--- src/rob_pkg.sv ---
//--------------------------------------------------------------------
// sizes, vector types and exception codes of the reorder buffer
// imported by the design modules and by the testbench
//--------------------------------------------------------------------

package rob_pkg;

  //--------------------------------------------------------------------
  // geometry
  //--------------------------------------------------------------------
  localparam int DISP_SIZE      = 2;    // lanes per dispatch group
  localparam int CMT_ENTRY_SIZE = 8;    // groups in flight
  localparam int CMT_ENTRY_W    = $clog2(CMT_ENTRY_SIZE);

  localparam int VADDR_W        = 32;
  localparam int INST_BYTES     = 4;    // pc step from one lane to the next

  //--------------------------------------------------------------------
  // vector types
  //--------------------------------------------------------------------
  typedef logic [DISP_SIZE-1:0]   grp_id_t;        // one bit per lane
  typedef logic [CMT_ENTRY_W:0]   cmt_id_t;        // msb is the wrap bit
  typedef logic [CMT_ENTRY_W-1:0] cmt_entry_id_t;
  typedef logic [VADDR_W-1:0]     vaddr_t;
  typedef logic [3:0]             except_t;

  // wide enough to return a full buffer of credits at once
  typedef logic [$clog2(CMT_ENTRY_SIZE+1)-1:0] credit_t;

  //--------------------------------------------------------------------
  // exception codes
  //--------------------------------------------------------------------
  localparam except_t ILLEGAL_INST = 4'd2;  // flagged by the decoder at dispatch

endpackage
--- src/rob_top.sv ---
`timescale 1ns/1ps
//--------------------------------------------------------------------
// reorder buffer for a two-wide dispatch core; groups enter by
// dispatch strobe, retire in order, and return one credit each
//--------------------------------------------------------------------

module rob_top (
  input  logic             i_clk,
  input  logic             i_reset_n,
  // dispatch
  input  logic             i_disp_valid,
  input  rob_pkg::grp_id_t i_disp_grp_id,
  input  rob_pkg::vaddr_t  i_disp_pc,
  input  rob_pkg::grp_id_t i_disp_illegal,
  output rob_pkg::cmt_id_t o_new_cmt_id,
  // done report
  input  logic             i_done_valid,
  input  rob_pkg::cmt_id_t i_done_cmt_id,
  input  rob_pkg::grp_id_t i_done_lane,
  input  logic             i_done_except_valid,
  input  rob_pkg::except_t i_done_except_type,
  // commit
  output logic             o_commit_valid,
  output rob_pkg::cmt_id_t o_commit_cmt_id,
  output rob_pkg::grp_id_t o_commit_grp_id,
  output rob_pkg::grp_id_t o_commit_except_valid,
  output rob_pkg::except_t o_commit_except_type,
  output rob_pkg::vaddr_t  o_commit_epc,
  output rob_pkg::grp_id_t o_commit_dead_id,
  output logic             o_commit_flush,
  // credit return
  output logic             o_cre_ret_valid,
  output rob_pkg::credit_t o_cre_ret_val
);

  import rob_pkg::*;

  cmt_id_t       w_in_cmt_id;
  cmt_id_t       w_out_cmt_id;
  cmt_entry_id_t w_in_entry;
  cmt_entry_id_t w_head;
  logic          w_commit_valid;
  logic          w_flush;

  logic [CMT_ENTRY_SIZE-1:0] w_load;
  logic [CMT_ENTRY_SIZE-1:0] w_kill;
  logic [CMT_ENTRY_SIZE-1:0] w_commit;
  logic [CMT_ENTRY_SIZE-1:0] w_valid;
  logic [CMT_ENTRY_SIZE-1:0] w_all_done;
  logic [CMT_ENTRY_SIZE-1:0] w_dead;

  grp_id_t w_grp_id       [CMT_ENTRY_SIZE];
  grp_id_t w_except_valid [CMT_ENTRY_SIZE];
  vaddr_t  w_pc           [CMT_ENTRY_SIZE];
  except_t w_except_type  [CMT_ENTRY_SIZE][DISP_SIZE];
  except_t w_head_except_type [DISP_SIZE];

  //--------------------------------------------------------------------
  // pointers and credits
  //--------------------------------------------------------------------
  rob_ptr_ctr u_ptr_ctr (
    .i_clk           (i_clk),
    .i_reset_n       (i_reset_n),
    .i_disp_valid    (i_disp_valid),
    .i_commit_valid  (w_commit_valid),
    .o_in_cmt_id     (w_in_cmt_id),
    .o_out_cmt_id    (w_out_cmt_id),
    .o_cre_ret_valid (o_cre_ret_valid),
    .o_cre_ret_val   (o_cre_ret_val)
  );

  assign w_in_entry = w_in_cmt_id[CMT_ENTRY_W-1:0];
  assign w_head     = w_out_cmt_id[CMT_ENTRY_W-1:0];

  //--------------------------------------------------------------------
  // entry array
  //--------------------------------------------------------------------
  for (genvar c = 0; c < CMT_ENTRY_SIZE; c++) begin : g_entry
    assign w_load[c]   = i_disp_valid & (w_in_entry == cmt_entry_id_t'(c));
    assign w_commit[c] = w_commit_valid & (w_head == cmt_entry_id_t'(c));
    assign w_kill[c]   = w_flush & (w_head != cmt_entry_id_t'(c));  // all but the flusher

    rob_entry u_entry (
      .i_clk               (i_clk),
      .i_reset_n           (i_reset_n),
      .i_entry_id          (cmt_entry_id_t'(c)),
      .i_load              (w_load[c]),
      .i_load_grp_id       (i_disp_grp_id),
      .i_load_illegal      (i_disp_illegal),
      .i_load_pc           (i_disp_pc),
      .i_load_dead         (w_flush),       // a group dispatched during a flush is dead
      .i_done_valid        (i_done_valid),
      .i_done_cmt_id       (i_done_cmt_id),
      .i_done_lane         (i_done_lane),
      .i_done_except_valid (i_done_except_valid),
      .i_done_except_type  (i_done_except_type),
      .i_kill              (w_kill[c]),
      .i_commit            (w_commit[c]),
      .o_valid             (w_valid[c]),
      .o_all_done          (w_all_done[c]),
      .o_dead              (w_dead[c]),
      .o_grp_id            (w_grp_id[c]),
      .o_except_valid      (w_except_valid[c]),
      .o_pc                (w_pc[c]),
      .o_except_type       (w_except_type[c])
    );
  end

  // head codes, lane by lane
  for (genvar d = 0; d < DISP_SIZE; d++) begin : g_head_type
    assign w_head_except_type[d] = w_except_type[w_head][d];
  end

  //--------------------------------------------------------------------
  // commit of the head group
  //--------------------------------------------------------------------
  rob_commit_sel u_commit_sel (
    .i_head_valid        (w_valid[w_head]),
    .i_head_all_done     (w_all_done[w_head]),
    .i_head_dead         (w_dead[w_head]),
    .i_head_grp_id       (w_grp_id[w_head]),
    .i_head_except_valid (w_except_valid[w_head]),
    .i_head_pc           (w_pc[w_head]),
    .i_head_except_type  (w_head_except_type),
    .o_commit_valid      (w_commit_valid),
    .o_except_valid      (o_commit_except_valid),
    .o_dead_id           (o_commit_dead_id),
    .o_except_type       (o_commit_except_type),
    .o_epc               (o_commit_epc),
    .o_flush             (w_flush)
  );

  assign o_new_cmt_id    = w_in_cmt_id;
  assign o_commit_valid  = w_commit_valid;
  assign o_commit_cmt_id = w_out_cmt_id;
  assign o_commit_grp_id = w_grp_id[w_head];
  assign o_commit_flush  = w_flush;

endmodule

--- src/rob_commit_sel.sv ---
`timescale 1ns/1ps
//--------------------------------------------------------------------
// commit decision for the head group: exception lane, epc, dead lanes
//--------------------------------------------------------------------

module rob_commit_sel (
  input  logic             i_head_valid,
  input  logic             i_head_all_done,
  input  logic             i_head_dead,
  input  rob_pkg::grp_id_t i_head_grp_id,
  input  rob_pkg::grp_id_t i_head_except_valid,
  input  rob_pkg::vaddr_t  i_head_pc,
  input  rob_pkg::except_t i_head_except_type [rob_pkg::DISP_SIZE],
  output logic             o_commit_valid,
  output rob_pkg::grp_id_t o_except_valid,
  output rob_pkg::grp_id_t o_dead_id,
  output rob_pkg::except_t o_except_type,
  output rob_pkg::vaddr_t  o_epc,
  output logic             o_flush
);

  import rob_pkg::*;

  grp_id_t w_live_except;   // exceptions that still count
  grp_id_t w_except_oh;     // lowest excepting lane
  grp_id_t w_above;         // lanes younger than that lane
  except_t w_type_sel;
  vaddr_t  w_lane_off;

  assign o_commit_valid = i_head_valid & i_head_all_done;

  // a squashed group reports nothing
  assign w_live_except = i_head_dead ? '0 : (i_head_except_valid & i_head_grp_id);

  //--------------------------------------------------------------------
  // lane selection
  //--------------------------------------------------------------------
  always_comb begin
    logic seen;
    seen        = 1'b0;
    w_except_oh = '0;
    w_above     = '0;
    for (int d = 0; d < DISP_SIZE; d++) begin
      w_above[d]     = seen;
      w_except_oh[d] = w_live_except[d] & ~seen;
      seen           = seen | w_live_except[d];
    end
  end

  // one-hot select of code and lane offset
  always_comb begin
    w_type_sel = '0;
    w_lane_off = '0;
    for (int d = 0; d < DISP_SIZE; d++) begin
      if (w_except_oh[d]) begin
        w_type_sel = w_type_sel | i_head_except_type[d];
        w_lane_off = vaddr_t'(d * INST_BYTES);
      end
    end
  end

  //--------------------------------------------------------------------
  // commit outputs
  //--------------------------------------------------------------------
  assign o_except_valid = w_except_oh;
  assign o_except_type  = w_type_sel;
  assign o_epc          = i_head_pc + w_lane_off;

  // the excepting lane itself stays live, only younger ones die
  assign o_dead_id = (w_above | {DISP_SIZE{i_head_dead}}) & i_head_grp_id;

  assign o_flush = o_commit_valid & (|w_except_oh);

endmodule

--- src/rob_entry.sv ---
`timescale 1ns/1ps
//--------------------------------------------------------------------
// one reorder buffer slot holding a dispatch group; rob_top keeps one
// copy per slot and drives its load, kill and commit strobes
//--------------------------------------------------------------------

module rob_entry (
  input  logic                   i_clk,
  input  logic                   i_reset_n,
  input  rob_pkg::cmt_entry_id_t i_entry_id,
  input  logic                   i_load,
  input  rob_pkg::grp_id_t       i_load_grp_id,
  input  rob_pkg::grp_id_t       i_load_illegal,
  input  rob_pkg::vaddr_t        i_load_pc,
  input  logic                   i_load_dead,
  input  logic                   i_done_valid,
  input  rob_pkg::cmt_id_t       i_done_cmt_id,
  input  rob_pkg::grp_id_t       i_done_lane,
  input  logic                   i_done_except_valid,
  input  rob_pkg::except_t       i_done_except_type,
  input  logic                   i_kill,
  input  logic                   i_commit,
  output logic                   o_valid,
  output logic                   o_all_done,
  output logic                   o_dead,
  output rob_pkg::grp_id_t       o_grp_id,
  output rob_pkg::grp_id_t       o_except_valid,
  output rob_pkg::vaddr_t        o_pc,
  output rob_pkg::except_t       o_except_type [rob_pkg::DISP_SIZE]
);

  import rob_pkg::*;

  logic    r_valid;
  logic    r_dead;          // whole group squashed by an older flush
  grp_id_t r_done;
  grp_id_t r_except_valid;
  grp_id_t r_grp_id;
  vaddr_t  r_pc;
  except_t r_except_type [DISP_SIZE];

  logic    w_done_hit;
  grp_id_t w_load_done;
  grp_id_t w_load_except;
  grp_id_t w_done_except;

  // done reports carry the full id, the wrap bit is not compared
  assign w_done_hit = i_done_valid & r_valid &
                      (i_done_cmt_id[CMT_ENTRY_W-1:0] == i_entry_id);

  // illegal lanes never execute, so they are done at dispatch
  assign w_load_except = i_load_dead ? '0 : (i_load_illegal & i_load_grp_id);
  assign w_load_done   = i_load_dead ? i_load_grp_id : w_load_except;

  assign w_done_except = (w_done_hit & i_done_except_valid & ~r_dead) ?
                         (i_done_lane & r_grp_id) : '0;

  //--------------------------------------------------------------------
  // control state
  //--------------------------------------------------------------------
  always_ff @(posedge i_clk or negedge i_reset_n) begin
    if (!i_reset_n) begin
      r_valid        <= 1'b0;
      r_dead         <= 1'b0;
      r_done         <= '0;
      r_except_valid <= '0;
    end else if (i_load) begin
      r_valid        <= 1'b1;
      r_dead         <= i_load_dead;
      r_done         <= w_load_done;
      r_except_valid <= w_load_except;
    end else if (i_commit) begin
      r_valid <= 1'b0;
    end else if (i_kill & r_valid) begin
      r_dead <= 1'b1;
      r_done <= r_grp_id;   // dead groups drain without done reports
    end else if (w_done_hit) begin
      r_done         <= r_done | (i_done_lane & r_grp_id);
      r_except_valid <= r_except_valid | w_done_except;
    end
  end

  //--------------------------------------------------------------------
  // group payload
  //--------------------------------------------------------------------
  always_ff @(posedge i_clk) begin
    if (i_load) begin
      r_grp_id <= i_load_grp_id;
      r_pc     <= i_load_pc;    // pc of lane 0
    end
    for (int d = 0; d < DISP_SIZE; d++) begin
      if (i_load & w_load_except[d]) begin
        r_except_type[d] <= ILLEGAL_INST;
      end else if (w_done_except[d]) begin
        r_except_type[d] <= i_done_except_type;
      end
    end
  end

  assign o_valid        = r_valid;
  assign o_all_done     = r_valid & (r_done == r_grp_id);
  assign o_dead         = r_dead;
  assign o_grp_id       = r_grp_id;
  assign o_except_valid = r_except_valid;
  assign o_pc           = r_pc;
  assign o_except_type  = r_except_type;

endmodule

--- src/rob_ptr_ctr.sv ---
`timescale 1ns/1ps
//--------------------------------------------------------------------
// allocation and commit pointers of the reorder buffer, plus the
// registered credit return toward the dispatch stage
//--------------------------------------------------------------------

module rob_ptr_ctr (
  input  logic             i_clk,
  input  logic             i_reset_n,
  input  logic             i_disp_valid,
  input  logic             i_commit_valid,
  output rob_pkg::cmt_id_t o_in_cmt_id,
  output rob_pkg::cmt_id_t o_out_cmt_id,
  output logic             o_cre_ret_valid,
  output rob_pkg::credit_t o_cre_ret_val
);

  import rob_pkg::*;

  cmt_id_t r_in_ptr;     // next slot to allocate
  cmt_id_t r_out_ptr;    // head of the buffer
  logic    r_cre_valid;
  credit_t r_cre_val;
  credit_t w_cmt_count;

  // at most one group retires per cycle
  assign w_cmt_count = credit_t'(i_commit_valid);

  //--------------------------------------------------------------------
  // pointers
  //--------------------------------------------------------------------
  // the wrap bit toggles each time an index passes the last entry
  always_ff @(posedge i_clk or negedge i_reset_n) begin
    if (!i_reset_n) begin
      r_in_ptr  <= '0;
      r_out_ptr <= '0;
    end else begin
      if (i_disp_valid) begin
        r_in_ptr <= r_in_ptr + cmt_id_t'(1);
      end
      if (i_commit_valid) begin
        r_out_ptr <= r_out_ptr + cmt_id_t'(1);
      end
    end
  end

  //--------------------------------------------------------------------
  // credit return
  //--------------------------------------------------------------------
  always_ff @(posedge i_clk or negedge i_reset_n) begin
    if (!i_reset_n) begin
      r_cre_valid <= 1'b0;
      r_cre_val   <= '0;
    end else begin
      r_cre_valid <= i_commit_valid;
      r_cre_val   <= w_cmt_count;   // zero in idle cycles
    end
  end

  assign o_in_cmt_id     = r_in_ptr;
  assign o_out_cmt_id    = r_out_ptr;
  assign o_cre_ret_valid = r_cre_valid;
  assign o_cre_ret_val   = r_cre_val;

endmodule

--- config.mk ---
export PLATFORM = sky130hd
export DESIGN_NAME = rob_top
export DESIGN_NICKNAME = d
export VERILOG_FILES = /design/src/rob_pkg.sv /design/src/rob_top.sv /design/src/rob_commit_sel.sv /design/src/rob_entry.sv /design/src/rob_ptr_ctr.sv
export SDC_FILE = /design/constraint.sdc
export NUM_CORES = 1
export LEC_CHECK = 0
export BUFFER_PORTS_ARGS = -buffer_cell sky130_fd_sc_hd__clkbuf_2
export CORE_UTILIZATION = 61
export DETAILED_ROUTE_END_ITERATION = 6
export GPL_TIMING_DRIVEN = 0
export PLACE_DENSITY_LB_ADDON = 0.1
export SKIP_CTS_REPAIR_TIMING = 1
export SYNTH_ARGS = -nofsm -noshare
export SYNTH_HDL_FRONTEND = slang
export SYNTH_SLANG_ARGS = --single-unit
--- constraint.sdc ---
create_clock -name i_clk -period 5.1 [get_ports i_clk]
set_input_delay 0.51 -clock i_clk [delete_from_list [all_inputs] [get_ports i_clk]]
set_output_delay 0.51 -clock i_clk [all_outputs]
set_load 0.005 [all_outputs]
==> results of run 1 <==
==> final cells by class <==
cell class,instances,area (um^2),share of cell area (%)
Antenna cell,1,2.502,0.01251
Buffer,76,506.7,2.534
Clock buffer,56,1112,5.563
Clock inverter,18,219.0,1.095
Inverter,28,112.6,0.5631
Multi-Input combinational cell,672,6102,30.52
Sequential cell,393,10880,54.40
Tap cell,378,473.0,2.365
Timing Repair Buffer,112,590.6,2.953
==> power by group <==
| part | leakage, nW | internal (mW) | switching (mW) |
|---|---|---|---|
| Sequential | 3.68 | 4.11 | 0.330 |
| Clock | 0.647 | 1.74 | 1.22 |
| Combinational | 3.12 | 1.86 | 2.31 |
==> worst paths after layout <==
check                                                                   end  depth (start not counted)
max                                                        o_commit_epc[31]                         14
min                                    u_ptr_ctr.o_cre_ret_val[0]$_DFF_PN0_                          1
max reg2reg                        g_entry[0].u_entry.r_done[1]$_DFFE_PN0P_                         12
min reg2reg                g_entry[7].u_entry.o_except_type[1]$_SDFFE_PP1P_                          2
max in group asynchronous             u_ptr_ctr.o_out_cmt_id[1]$_DFFE_PN0P_                          1
min in group i_clk                     g_entry[1].u_entry.o_pc[3]$_DFFE_PP_                          1
==> Yosys cell counts (all sizes together) (11+ instances only) <==
library cell	n
a21oi	54
a31oi	19
and2	13
and3	26
buf	51
clkbuf	28
dfrtp	57
dfxtp	64
edfxtp	272
ha	14
inv	25
mux2i	108
mux4	90
nand2	93
nand3	20
nand4	11
nor2	40
o21ai	24
xnor2	30
xor2	18
==> routing by layer <==
| metal | track usage (%) | vias to the layer above | share of wire [%] | wire (um) |
|---|---|---|---|---|
| met5 | 0 | - | 0 | 0 |
| met4 | 11.02 | 0 | 3.1 | 1372 |
| met3 | 5.482 | 121 | 8.3 | 3634 |
| met2 | 49.43 | 552 | 47 | 20340 |
| met1 | 42.77 | 5512 | 42 | 18270 |
| li1 | - | 4799 | - | - |
==> kinds of logic (layout without fill, tap and decap cells) <==
logic type,Yosys count,after routing,share of synthesized area (%)
AND/OR/NAND/NOR,249,249,7.294
buffers and inverters,107,290,2.950
XOR/XNOR,48,48,2.412
AO/OA/AOI/OAI,157,157,5.657
other,1,4,0.02152
multiplexers,201,201,18.26
flip-flops,393,393,62.40
adder cells (fa/ha/maj),14,14,1.005
==> flip-flops by register name, indices dropped and copies added, names as in the netlist <==
signal / count
g_entry.u_entry.o_pc: 256
g_entry.u_entry.o_except_type: 64
g_entry.u_entry.o_except_valid: 16
g_entry.u_entry.o_grp_id: 16
g_entry.u_entry.r_done: 16
g_entry.u_entry.o_dead: 8
g_entry.u_entry.o_valid: 8
u_ptr_ctr.o_in_cmt_id: 4
u_ptr_ctr.o_out_cmt_id: 4
u_ptr_ctr.o_cre_ret_val: 1
==> per-stage QoR <==
step	setup WS [ps]	utilization, %	total power [mW]	instance area [um^2]	hold WS (ps)
2_1_floorplan	669.4	-	7.154	17440	214.4
3_3_place_gp	-1433	65.92	8.408	18420	447.8
3_5_place_dp	-1480	66.04	8.482	18450	456.7
4_1_cts	-2054	70.81	11.43	19780	125.4
5_1_grt	-6.366	71.58	12.08	19990	163.9
6_report	32.88	71.58	11.58	20000	103.2
==> worst max-delay path, delay by kind of cell, from the launching register on <==
family	cells	cell delay (ps)
flip-flops	1	390
adder cells (fa/ha/maj)	1	210
AO/OA/AOI/OAI	1	220
AND/OR/NAND/NOR	5	1420
buffers and inverters	4	1100
multiplexers	2	460
XOR/XNOR	1	180
==> results.ini, run 1 <==
[status]
status = completed

[worst_setup_path]
cp_slowest_cell = or4_4
required_ps = 4590
worstSetupStartpoint = u_ptr_ctr.o_out_cmt_id[2]$_DFFE_PN0P_
end_kind = output port
timing.rr.start = u_ptr_ctr.o_out_cmt_id[0]$_DFFE_PN0P_
critPathKind = reg2out
cpPeakStageDelay_ps = 640
worstPathArrival_ps = 4560
startpoint_type = flop
cpMostUsedCell = clkbuf_2
path_cells = buf_2 > clkbuf_2 > mux4_2 > mux2i_2 > a21oi_2 > nand3_2 > inv_2 > ha_4 > nand3_4 > or4_4 > or2_4 > nor4_4 > xnor2_1 > clkbuf_2
r2r_slack_ps = 1070
worstPathMaxFanout = 10

[route]
drc = 0
firstDrtPassIters = 5
wire_per_inst_um = 25.16
ant_nets = 0
vias = 10980
drt-total-wl_um = 43620
drtIter0Drc = 1097
vias_per_cell = 6.334

[final_layout]
mostFrequentLayoutCells = edfxtp_1 (272), mux2i_1 (106), clkbuf_2 (101)
finalNetCount = 1389
drive_above_1_share_pct = 24.06
instances_no_fill = 1734
final_common_cell = edfxtp_1
synthToLayoutAreaGrowth_pct = 14.73
nFillCells = 1910

[synth]
synth.top_cell.area_share_pct = 46.86
postSynthAreaPerCell_um2 = 14.90
syn_area_mm2 = 0.01743
synth_area_leaders = edfxtp_1 (47%), mux4_2 (10%), dfrtp_1 (8.2%), dfxtp_1 (7.4%), mux2i_1 (6.1%)
ys_seq_elements = 393
synthCells = 1170
yosys_warnings = 0
async_flop_share_pct = 14.50
ys_types = 68
synth-edff-count = 272
seq_area_frac_synth_pct = 62.40
yosysTopAreaCell = edfxtp_1
synth_ff_type = edfxtp_1

[clock_network]
clk_latency_ps = 540
htreeDepth = 2
numCtsBuffers = 41
cts_root_buf = clkbuf_16
clkTransAtPathRegs_ps = 60
clock_path_buffers = 3
cts_sinks = 393
cts_tree = built

[floorplanning]
io_pins = 108
start_util_pct = 62.39
fp.dieArea_mm2 = 0.02925
core_mm2 = 0.02793
die_h_um = 171.0
rows = 61
die_width_um = 171.0

[place]
dp.cells = 1651
place.gp.congestion = 1.000
dp_hpwl_um = 27810
portBuffers = 101

[timing]
tns_ps = 0
max_freq_ghz = 0.1974
period_needed_ps = 5067
maxSlewViolCount = 0
hold_viol_final = 0
setup_viol = 0
tightest_slew_ps = 1439
period_share_pct = 99.36
fin_skew_ps = 7.473
max-slew-margin-rel_pct = 3.195

[grt]
grt_max_degree = 58
antenna_found_initial = 2
track_usage_pct = 30.85
grt_overflow = 0
grt_pass1_vias = 11000
grt_pass1_wl_um = 65330

[pwr]
p_leak_nw = 7.454
vdd_drop_max_mv = 0.3455
power-per-cell-area_mw_per_mm2 = 578.9

[min_path]
hp-class = in2async

[flow_run]
maxCapViolCount = 0

No activity file was read; power rests on OpenSTA's default activity.
==> run 2, diff against run 1 <==
- BUFFER_PORTS_ARGS: -buffer_cell sky130_fd_sc_hd__clkbuf_2 -> -buffer_cell sky130_fd_sc_hd__buf_2
- GPL_TIMING_DRIVEN: 0 -> unset
==> results.ini, run 2 (synthesis results as in run 1) <==
[floorplanning]
fp.dieArea_mm2 = 0.02925  ; unchanged
start_util_pct = 62.39  ; unchanged
die_h_um = 171.0  ; unchanged
die_width_um = 171.0  ; unchanged
core_mm2 = 0.02793  ; unchanged
io_pins = 108  ; unchanged
rows = 61  ; unchanged

[pwr]
p_leak_nw = 7.299  ; -2.1%
power-per-cell-area_mw_per_mm2 = 579.1  ; about the same
power_mw = 11.40  ; -1.5%
vdd_drop_max_mv = 0.3199  ; -7.4%

[timing]
setup_viol = 0  ; unchanged
max_freq_ghz = 0.2063  ; +4.5%
tightest_slew_ps = 939.1  ; -499.7 ps
period_share_pct = 95.05  ; -4.3 points
tns_ps = 0  ; unchanged
hold_viol_final = 0  ; unchanged
max-slew-margin-rel_pct = 36.82  ; +34 points
maxSlewViolCount = 0  ; unchanged
rsz0062_at_grt = false
period_needed_ps = 4848  ; -219.3 ps
fin_skew_ps = 12.39  ; +4.922 ps

[worst_setup_path]
startpoint_type = flop
critPathKind = reg2out
reg2reg_depth = 10  ; -2
worstPathArrival_ps = 4340  ; -220 ps
timing.rr.start = u_ptr_ctr.o_out_cmt_id[2]$_DFFE_PN0P_
cpMostUsedCell = nand3_1
required_ps = 4590  ; about the same
cpPeakStageDelay_ps = 700  ; +60 ps
worstSetupStartpoint = u_ptr_ctr.o_out_cmt_id[2]$_DFFE_PN0P_
cp_slowest_cell = dfrtp_1
end_kind = output port
reg2reg_to = g_entry[6].u_entry.o_except_valid[0]$_DFFE_PN0P_
path_cells = mux4_2 > mux2_2 > nand2_1 > nand3_1 > inv_1 > ha_1 > nand3_1 > buf_4 > or4_4 > or2_4 > nor4_4 > xnor2_1 > buf_2
worstPathMaxFanout = 13  ; +3
crit_end = o_commit_epc[31]
r2r_slack_ps = 1270  ; +200 ps

[place]
portBuffers = 103  ; +2.0%
post_dp_cell_area_mm2 = 0.01826  ; -1.0%
dp_hpwl_um = 25060  ; -9.9%
dp.cells = 1601  ; -3.0%
place.gp.congestion = 0.9185  ; -8.2%

[route]
vias_per_cell = 6.366  ; +0.50%
firstDrtPassIters = 5  ; unchanged
ant_nets = 0  ; unchanged
drt-total-wl_um = 41320  ; -5.3%
vias = 10700  ; -2.6%
wire_per_inst_um = 24.58  ; -2.3%
drtIter0Drc = 1299  ; +18%
drc = 0  ; unchanged

[grt]
grt_overflow = 0  ; unchanged
antenna_found_initial = 2  ; unchanged
grt_pass1_vias = 10530  ; -4.3%
track_usage_pct = 28.96  ; -1.9 points
grt_max_degree = 67  ; +16%
grt_pass1_wl_um = 61880  ; -5.3%

[final_layout]
largest_reg_flops = 256  ; unchanged
synthToLayoutAreaGrowth_pct = 12.93
finalNetCount = 1336  ; -3.8%
final_common_cell = edfxtp_1
design_area_mm2 = 0.01968  ; -1.6%
mostFrequentLayoutCells = edfxtp_1 (272), mux2i_1 (107), buf_2 (103)
instances_no_fill = 1681  ; -3.1%
final_util_pct = 70.46  ; -1.1 points
drive_above_1_share_pct = 23.50  ; -0.56 points

[status]
status = completed

[flow_run]
maxCapViolCount = 0  ; unchanged

[clock_network]
clk_latency_ps = 540  ; about the same
clock_path_buffers = 3  ; unchanged
clkTransAtPathRegs_ps = 70  ; about the same
numCtsBuffers = 41  ; unchanged
htreeDepth = 2  ; unchanged
cts_root_buf = clkbuf_16
cts_tree = built
cts_sinks = 393  ; unchanged

[min_path]
hp-class = in2async

[run 2: layout make-up]
type,count,area (um^2)
Sequential cell,393,10880
Fill cell,1897,8252
Multi-Input combinational cell,672,6052
Clock buffer,49,1077
Timing Repair Buffer,135,780.7
Tap cell,378,473.0
Clock inverter,25,309.0
Inverter,28,105.1
Antenna cell,1,2.502
[run 2: worst max-delay path, delay by kind of cell, from the launching register on]
| kind | cells | cell delay [ps] |
|---|---|---|
| flip-flops | 1 | 700 |
| buffers and inverters | 3 | 470 |
| adder cells (fa/ha/maj) | 1 | 270 |
| AND/OR/NAND/NOR | 6 | 1460 |
| multiplexers | 2 | 740 |
| XOR/XNOR | 1 | 160 |
[run 2: worst min-delay path by stage]
stage | from | endpoint | slack, ps | depth (start not counted)
finish | i_reset_n | g_entry[7].u_entry.o_dead$_DFFE_PN0P_ | 140 | 2
global route | i_reset_n | g_entry[4].u_entry.o_valid$_DFFE_PN0P_ | 210 | 2
CTS | i_reset_n | u_ptr_ctr.o_cre_ret_val[0]$_DFF_PN0_ | 160 | 2
detailed placement | g_entry[2].u_entry.o_except_type[5]$_SDFFE_PP1P_ | g_entry[2].u_entry.o_except_type[5]$_SDFFE_PP1P_ | 460 | 2
global placement | g_entry[5].u_entry.o_except_type[1]$_SDFFE_PP1P_ | g_entry[5].u_entry.o_except_type[1]$_SDFFE_PP1P_ | 450 | 2
floorplan | i_reset_n | g_entry[0].u_entry.o_dead$_DFFE_PN0P_ | 210 | 0
[run 2: power by group]
| part | total [mW] | switching [mW] | internal, mW |
|---|---|---|---|
| combinational | 3.86 | 2.12 | 1.74 |
| clock | 3.08 | 1.22 | 1.86 |
| sequential | 4.46 | 0.357 | 4.10 |
[run 2: routing by layer]
layer  vias up  global-route usage, %  share of wire [%]
li1       4695                      -                  -
met2       520                  45.88                 47
met5         -                      0              0.031
met4         2                  9.472                3.2
met1      5388                  41.00                 41
met3        97                  5.158                8.3
[run 2: stage by stage]
stage | hold slack (ps) | setup WS [ps]
4_1_cts | 160.3 | 94.01
2_1_floorplan | 214.4 | 669.4
6_report | 140.4 | 252.2
3_3_place_gp | 446.6 | 707.8
5_1_grt | 213.8 | 116.6
3_5_place_dp | 456.9 | 678.4
